[src/hw/buf_cfg_pkg.sv]
// default sizes only; every module still takes its widths as parameters from the top level
package buf_cfg_pkg;

    // **********************************************************
    // word and address sizes
    // **********************************************************

    // payload width of one stream word
    localparam int data_width_def = 8;

    // fifo memory holds 2**addr_width_def words
    // total buffering adds the fwft stage and the sender register
    localparam int addr_width_def = 4;

endpackage

[src/hw/link_pkg.sv]
// state encoding for both four-phase controllers; two bits, each side uses only the phases it runs
package link_pkg;

    // **********************************************************
    // four-phase handshake phases
    // **********************************************************

    // idle           no transfer in progress
    // wait_ack_rise  sender holds req high, waits for ack
    // wait_req_fall  receiver holds ack high, waits for req low
    // wait_ack_fall  sender has dropped req, waits for ack low
    typedef enum logic [1:0] {
        idle          = 2'b00,
        wait_ack_rise = 2'b01,
        wait_req_fall = 2'b10,
        wait_ack_fall = 2'b11
    } link_state_t;

endpackage

[src/hw/fifo_mem.sv]
// circular buffer of 2**ADDR_WIDTH words; push on full and pop on empty are dropped, read data lags pop by one cycle
`timescale 1ns/100ps

module fifo_mem #(
    parameter int DATA_WIDTH = 8,
    parameter int ADDR_WIDTH = 4
) (
    input  logic                  clk,
    input  logic                  reset,
    input  logic                  push,
    input  logic                  pop,
    input  logic [DATA_WIDTH-1:0] data_in,
    output logic [DATA_WIDTH-1:0] data_out,
    output logic                  empty,
    output logic                  full,
    output logic [ADDR_WIDTH:0]   fifo_count
);

    // **********************************************************
    // storage and pointers
    // **********************************************************

    localparam logic [ADDR_WIDTH:0] depth = 1 << ADDR_WIDTH;

    logic [DATA_WIDTH-1:0] mem [0:depth-1];
    logic [ADDR_WIDTH-1:0] wr_ptr;
    logic [ADDR_WIDTH-1:0] rd_ptr;
    logic [ADDR_WIDTH:0]   count;
    logic                  do_push;
    logic                  do_pop;

    // strobes that actually take effect
    assign do_push = push && !full;
    assign do_pop  = pop && !empty;

    // flags straight from the word count
    assign empty      = (count == '0);
    assign full       = (count == depth);
    assign fifo_count = count;

    // **********************************************************
    // pointer and count update
    // **********************************************************

    always_ff @(posedge clk) begin
        if (reset) begin
            wr_ptr <= '0;
            rd_ptr <= '0;
            count  <= '0;
        end else begin
            // pointers wrap on their own at 2**ADDR_WIDTH
            if (do_push) begin
                wr_ptr <= wr_ptr + 1'b1;
            end
            if (do_pop) begin
                rd_ptr <= rd_ptr + 1'b1;
            end
            // push and pop together leave the count alone
            case ({do_push, do_pop})
                2'b10:   count <= count + 1'b1;
                2'b01:   count <= count - 1'b1;
                default: count <= count;
            endcase
        end
    end

    // **********************************************************
    // memory write and registered read
    // **********************************************************

    always_ff @(posedge clk) begin
        if (do_push) begin
            mem[wr_ptr] <= data_in;
        end
    end

    // head word lands in data_out at the popping edge
    always_ff @(posedge clk) begin
        if (do_pop) begin
            data_out <= mem[rd_ptr];
        end
    end

endmodule

[src/hw/fifo_fwft.sv]
// fall-through fifo; data_out is valid whenever empty is low, full and fifo_count cover the memory only
`timescale 1ns/100ps

module fifo_fwft #(
    parameter int DATA_WIDTH = 8,
    parameter int ADDR_WIDTH = 4
) (
    input  logic                  clk,
    input  logic                  reset,
    input  logic                  push,
    input  logic                  pop,
    input  logic [DATA_WIDTH-1:0] data_in,
    output logic [DATA_WIDTH-1:0] data_out,
    output logic                  empty,
    output logic                  full,
    output logic [ADDR_WIDTH:0]   fifo_count
);

    logic fifo_pop;
    logic fifo_empty;
    logic dout_valid;

    // **********************************************************
    // prefetch control
    // **********************************************************

    // refill output stage when it is free or being consumed
    assign fifo_pop = !fifo_empty && (!dout_valid || pop);
    assign empty    = !dout_valid;

    // refill wins over a pop in the same cycle
    always_ff @(posedge clk) begin
        if (reset) begin
            dout_valid <= 1'b0;
        end else if (fifo_pop) begin
            dout_valid <= 1'b1;
        end else if (pop) begin
            dout_valid <= 1'b0;
        end
    end

    // **********************************************************
    // backing memory
    // **********************************************************

    // registered read data doubles as the output stage
    fifo_mem #(
        .DATA_WIDTH (DATA_WIDTH),
        .ADDR_WIDTH (ADDR_WIDTH)
    ) fifo_buffer (
        .clk        (clk),
        .reset      (reset),
        .push       (push),
        .pop        (fifo_pop),
        .data_in    (data_in),
        .data_out   (data_out),
        .empty      (fifo_empty),
        .full       (full),
        .fifo_count (fifo_count)
    );

endmodule

[src/hw/link_rx.sv]
// four-phase receiver synchronous to clk; in_data must hold while in_req is high, requests wait while full
`timescale 1ns/100ps

module link_rx
    import link_pkg::*;
#(
    parameter int DATA_WIDTH = 8
) (
    input  logic                  clk,
    input  logic                  reset,
    input  logic                  in_req,
    input  logic [DATA_WIDTH-1:0] in_data,
    input  logic                  full,
    output logic                  in_ack,
    output logic                  push,
    output logic [DATA_WIDTH-1:0] wr_data
);

    link_state_t state;

    // **********************************************************
    // handshake outputs
    // **********************************************************

    // one push per request, only from idle
    assign push    = (state == idle) && in_req && !full;
    // ack is high for the whole wait on req low
    assign in_ack  = (state == wait_req_fall);
    // data only meaningful while req is up
    assign wr_data = in_data & {DATA_WIDTH{in_req}};

    // **********************************************************
    // state machine
    // **********************************************************

    always_ff @(posedge clk) begin
        if (reset) begin
            state <= idle;
        end else begin
            case (state)
                idle: begin
                    // word goes in now, ack follows at this edge
                    if (push) begin
                        state <= wait_req_fall;
                    end
                end
                wait_req_fall: begin
                    // drop ack once source releases req
                    if (!in_req) begin
                        state <= idle;
                    end
                end
                default: state <= idle;
            endcase
        end
    end

endmodule

[src/hw/link_tx.sv]
// four-phase sender synchronous to clk; one word in flight, next pop only after out_ack has fallen
`timescale 1ns/100ps

module link_tx
    import link_pkg::*;
#(
    parameter int DATA_WIDTH = 8
) (
    input  logic                  clk,
    input  logic                  reset,
    input  logic                  empty,
    input  logic [DATA_WIDTH-1:0] rd_data,
    input  logic                  out_ack,
    output logic                  out_req,
    output logic [DATA_WIDTH-1:0] out_data,
    output logic                  pop
);

    link_state_t state;

    // **********************************************************
    // handshake outputs
    // **********************************************************

    // take head word whenever idle and one is there
    assign pop     = (state == idle) && !empty;
    // req stays high until ack is seen
    assign out_req = (state == wait_ack_rise);

    // holding register, stable for the whole handshake
    always_ff @(posedge clk) begin
        if (pop) begin
            out_data <= rd_data;
        end
    end

    // **********************************************************
    // state machine
    // **********************************************************

    always_ff @(posedge clk) begin
        if (reset) begin
            state <= idle;
        end else begin
            case (state)
                idle: begin
                    if (pop) begin
                        state <= wait_ack_rise;
                    end
                end
                wait_ack_rise: begin
                    // sink has the word, release req
                    if (out_ack) begin
                        state <= wait_ack_fall;
                    end
                end
                wait_ack_fall: begin
                    // link back at rest
                    if (!out_ack) begin
                        state <= idle;
                    end
                end
                default: state <= idle;
            endcase
        end
    end

endmodule

[src/hw/stream_buffer.sv]
// holds 2**ADDR_WIDTH+2 words in total; level and full report the memory only, not the two stage registers
`timescale 1ns/100ps

module stream_buffer
    import buf_cfg_pkg::*;
#(
    parameter int DATA_WIDTH = data_width_def,
    parameter int ADDR_WIDTH = addr_width_def
) (
    input  logic                  clk,
    input  logic                  reset,
    input  logic                  in_req,
    input  logic [DATA_WIDTH-1:0] in_data,
    input  logic                  out_ack,
    output logic                  in_ack,
    output logic                  out_req,
    output logic [DATA_WIDTH-1:0] out_data,
    output logic [ADDR_WIDTH:0]   level,
    output logic                  full
);

    // **********************************************************
    // internal strobes and data
    // **********************************************************

    logic                  push;
    logic                  pop;
    logic                  empty;
    logic [DATA_WIDTH-1:0] wr_data;
    logic [DATA_WIDTH-1:0] rd_data;

    // inlet side
    link_rx #(
        .DATA_WIDTH (DATA_WIDTH)
    ) link_rx_i (
        .clk     (clk),
        .reset   (reset),
        .in_req  (in_req),
        .in_data (in_data),
        .full    (full),
        .in_ack  (in_ack),
        .push    (push),
        .wr_data (wr_data)
    );

    // buffer with head word kept ready
    fifo_fwft #(
        .DATA_WIDTH (DATA_WIDTH),
        .ADDR_WIDTH (ADDR_WIDTH)
    ) fifo_fwft_i (
        .clk        (clk),
        .reset      (reset),
        .push       (push),
        .pop        (pop),
        .data_in    (wr_data),
        .data_out   (rd_data),
        .empty      (empty),
        .full       (full),
        .fifo_count (level)
    );

    // outlet side
    link_tx #(
        .DATA_WIDTH (DATA_WIDTH)
    ) link_tx_i (
        .clk      (clk),
        .reset    (reset),
        .empty    (empty),
        .rd_data  (rd_data),
        .out_ack  (out_ack),
        .out_req  (out_req),
        .out_data (out_data),
        .pop      (pop)
    );

endmodule

[config.mk]
export PLATFORM = sky130hd
export DESIGN_NAME = stream_buffer
export DESIGN_NICKNAME = d
export VERILOG_FILES = /design/src/hw/buf_cfg_pkg.sv /design/src/hw/link_pkg.sv /design/src/hw/fifo_mem.sv /design/src/hw/fifo_fwft.sv /design/src/hw/link_rx.sv /design/src/hw/link_tx.sv /design/src/hw/stream_buffer.sv
export SDC_FILE = /design/constraint.sdc
export NUM_CORES = 1
export LEC_CHECK = 0
export ABC_AREA = 1
export BUFFER_PORTS_ARGS = -buffer_cell sky130_fd_sc_hd__buf_2
export CAP_MARGIN = 20
export CELL_PAD_IN_SITES_DETAIL_PLACEMENT = 0
export CELL_PAD_IN_SITES_GLOBAL_PLACEMENT = 1
export CORE_MARGIN = 2
export CORE_UTILIZATION = 49
export CTS_CLUSTER_SIZE = 14
export DETAILED_ROUTE_END_ITERATION = 10
export GPL_TIMING_DRIVEN = 0
export PLACE_DENSITY_LB_ADDON = 0.25
export SLEW_MARGIN = 25
export SYNTH_ARGS = -nofsm -noshare
export SYNTH_HDL_FRONTEND = slang
export SYNTH_SLANG_ARGS = --single-unit
[constraint.sdc]
create_clock -name clk -period 3.05 [get_ports clk]
set_input_delay 0.61 -clock clk [delete_from_list [all_inputs] [get_ports clk]]
set_output_delay 0.61 -clock clk [all_outputs]
set_load 0.005 [all_outputs]
==> flow_metrics.py <==
metrics = {
    "worst_setup_path": {
        "path_max_fanout": 11,
        "start_kind": "register",
        "critical_path_class": "register to register",
        "critPathRequiredTime_ns": 3.40,
        "worstPathArrival_ns": 3.03,
        "worst_setup_path_end_kind": "register",
    },
    "timing": {
        "period_share_pct": 87.8,
        "slew_viol_final": 0,
        "min_period_ns": 2.68,
        "fin_skew_ns": 0.00653,
        "fin_ws_ns": 0.373,
        "fmax_ghz": 0.374,
        "tightest_slew_ns": 0.731,
        "setup_viol": 0,
        "setup_tns_ns": 0,
        "hold_violations": 0,
        "maxSlewHeadroom_pct": 51.1,
        "rsz0062_at_grt": "no",
    },
    "routing": {
        "drtAntennaViolNets": 0,
        "drt_first_pass_iters": 5,
        "wl_um": 14500,
        "via_count": 4359,
        "viasPerCell": 5.28,
        "drc_errors": 0,
        "first_iter_violations": 354,
        "wl_per_cell_um": 17.6,
    },
    "floorplanning": {
        "die_x_um": 121,
        "die-area_mm2": 0.0146,
        "coreArea_mm2": 0.0133,
        "die_h_um": 121,
        "io_pins": 28,
        "std_cell_rows": 42,
        "initial_utilization_pct": 50.2,
    },
    "cts": {
        "root_buffer": "clkbuf_16",
        "cts_tree": "done",
        "ctsHoldBuffers": 0,
        "cts_buffers": 17,
        "clk_path_buf_depth": 2,
        "clkLatencyLatePin_ns": 0.42,
        "post_cts_buffers": 0,
        "cts_max_level": 4,
        "ctsResizeCount": 0,
        "clk_pin_slew_ns": 0.06,
        "cts.sinks": 161,
    },
    "pwr": {
        "power_frac_clock_pct": 33.1,
        "seqPwrFrac_pct": 42.3,
        "p_switching_uw": 2020,
        "ir_worst_vdd_v": 0.000588,
        "internal-power_uw": 4530,
        "combPwrFrac_pct": 24.7,
        "sw_frac_of_total_pct": 30.8,
        "powerDensity_mw_per_mm2": 857,
        "p_leak_uw": 0.00297,
    },
    "finish": {
        "final_nets": 659,
        "drive_above_1_share_pct": 13.1,
        "multi_input_area_mm2": 0.00172,
        "fill_cells": 1086,
        "syn_to_final_growth_pct": 14.5,
        "register_area_mm2": 0.00466,
        "diodes": 0,
    },
    "placement": {
        "place.gp.congestion": 0.867,
        "place_worst_setup_slack_ns": 0.369,
        "placement.io_buffers": 26,
        "hpwl_um": 9900,
    },
    "yosys": {
        "yosysTopAreaCell": "edfxtp_1",
        "synth.area.top_cells": "edfxtp_1 (65%), nand2_1 (7.8%), dfxtp_1 (5.1%), nor2_1 (4.8%), nand3_1 (2.8%)",
        "synthesis.area_mm2": 0.00668,
        "yosysTopAreaCellShare_pct": 64.7,
        "synth_edf_count": 144,
        "synth_common_cells": "edfxtp_1 (144), nand2_1 (138), nor2_1 (86)",
        "ys_ff_latch": 161,
        "syn_area_per_cell_um2": 11.3,
        "netlist-cell-type-count": 27,
        "async_reset_ff_share_pct": 0,
        "ys.flop_type": "edfxtp_1",
        "synthesis.instances": 592,
        "ys_warn_count": 0,
        "seq_area_frac_synth_pct": 69.8,
        "synth_fp_nets": 614,
        "synth_most_common_cell": "edfxtp_1",
    },
    "global_route": {
        "grt_max_degree": 17,
        "grt_pass1_wl_um": 21700,
        "grt_usage_pct": 20.9,
        "gr-total-overflow": 0,
        "antenna_found_initial": 0,
        "grt_pass1_vias": 4133,
    },
    "outcome": {
        "status": "finished clean",
    },
    "job": {
        "cap_violations": 0,
    },
    "min_path": {
        "hp-class": "register to register",
    },
}
[registers in the layout, indices dropped and copies added (netlist names)]
register,cells
fifo_fwft_i.fifo_buffer.rd_ptr,4
link_tx_i.out_data,8
fifo_fwft_i.fifo_buffer.fifo_count,5
fifo_fwft_i.dout_valid,1
fifo_fwft_i.fifo_buffer.data_out,8
fifo_fwft_i.fifo_buffer.wr_ptr,4
link_rx_i.state,1
fifo_fwft_i.fifo_buffer.mem,128
link_tx_i.state,2
[power groups by stage]
stage	clock, µW	combinational, µW	sequential, µW
after detailed placement	0	1620	2820
after floorplan	0	1100	2800
after global placement	0	1590	2800
after global routing	2290	1810	2790
final	2170	1620	2770
after CTS	2180	1630	2770
[stage by stage]
step | cell area (µm²) | utilization (%) | power [µW] | cells | hold slack, ns
finish | 7650 | 57.5 | 6550 | 826 | 0.419
global route | 7650 | 57.5 | 6890 | 826 | 0.433
CTS | 7650 | 57.5 | 6580 | 826 | 0.420
detailed placement | 7030 | 52.9 | 4440 | 794 | 0.406
global placement | 7030 | 52.9 | 4390 | 794 | 0.401
floorplan | 6680 | - | 3900 | 592 | 0.400
[cells by family after synthesis]
kind of cell             share of synthesized area, %
adder cells (fa/ha/maj)                          1.99
flip-flops                                       69.8
AO/OA/AOI/OAI                                    6.78
buffers and inverters                            4.38
AND/OR/NAND/NOR                                  16.5
XOR/XNOR                                        0.524
[placed cells by master (no fill, tap or decap)]
cell,netlist,final
bufinv_16,0,4
a21oi_2,5,5
nand2_4,1,1
edfxtp_1,144,144
or2_2,1,1
clkinv_1,1,4
o211ai_1,8,8
inv_2,3,3
o21ai_2,1,1
ha_1,9,9
o21ai_1,7,7
o21ai_0,30,30
dfxtp_1,17,17
clkbuf_1,7,7
a21oi_1,31,31
fa_1,1,1
nor2_1,86,86
clkinvlp_4,0,4
buf_6,3,3
nand2_1,138,138
buf_4,1,1
xor2_1,4,4
nand4_1,2,2
clkbuf_16,0,17
clkinv_4,1,4
nand3_1,38,38
nand3_2,2,2
buf_2,11,37
clkinv_2,0,1
inv_1,39,39
nor2_8,1,1
[final cells by class]
type | count | share of cell area [%]
Tap cell | 176 | 2.88
Multi-Input combinational cell | 365 | 22.5
Buffer | 22 | 1.60
Sequential cell | 161 | 61.0
Clock buffer | 17 | 5.56
Inverter | 44 | 2.23
Clock inverter | 15 | 2.52
Timing Repair Buffer | 26 | 1.70
[routing by layer]
metal  wire [µm]  GRT usage [%]
met3         888           5.52
met5           0              0
met4         418           9.23
met2        7470           35.9
met1        5770           24.7
[critical path, cell delays in order, from the launching register on]
cell and delay (ns):
dfxtp_1 0.44, nor2_1 0.10, nand4_1 0.14, nand2_1 0.17, inv_1 0.44, ha_1 0.40, ha_1 0.29, or2_2 0.31
nand2_1 0.07, nand2_1 0.04, nand2_1 0.05, nand2_1 0.04, a21oi_1 0.11
[path summary, 6_finish.rpt]
| kind | endpoint | slack (ns) | depth (start not counted) | startpoint |
|---|---|---|---|---|
| worst min register to register | link_tx_i.out_data[0] | 0.42 | 0 | fifo_fwft_i.fifo_buffer.data_out[0] |
| worst max-delay path | fifo_fwft_i.fifo_buffer.fifo_count[4] | 0.37 | 12 | fifo_fwft_i.fifo_buffer.fifo_count[0] |
| worst min-delay path | link_tx_i.out_data[0] | 0.42 | 0 | fifo_fwft_i.fifo_buffer.data_out[0] |
| worst max register to register | fifo_fwft_i.fifo_buffer.fifo_count[4] | 0.37 | 12 | fifo_fwft_i.fifo_buffer.fifo_count[0] |
Note: power is estimated with default switching activity, not from simulation.
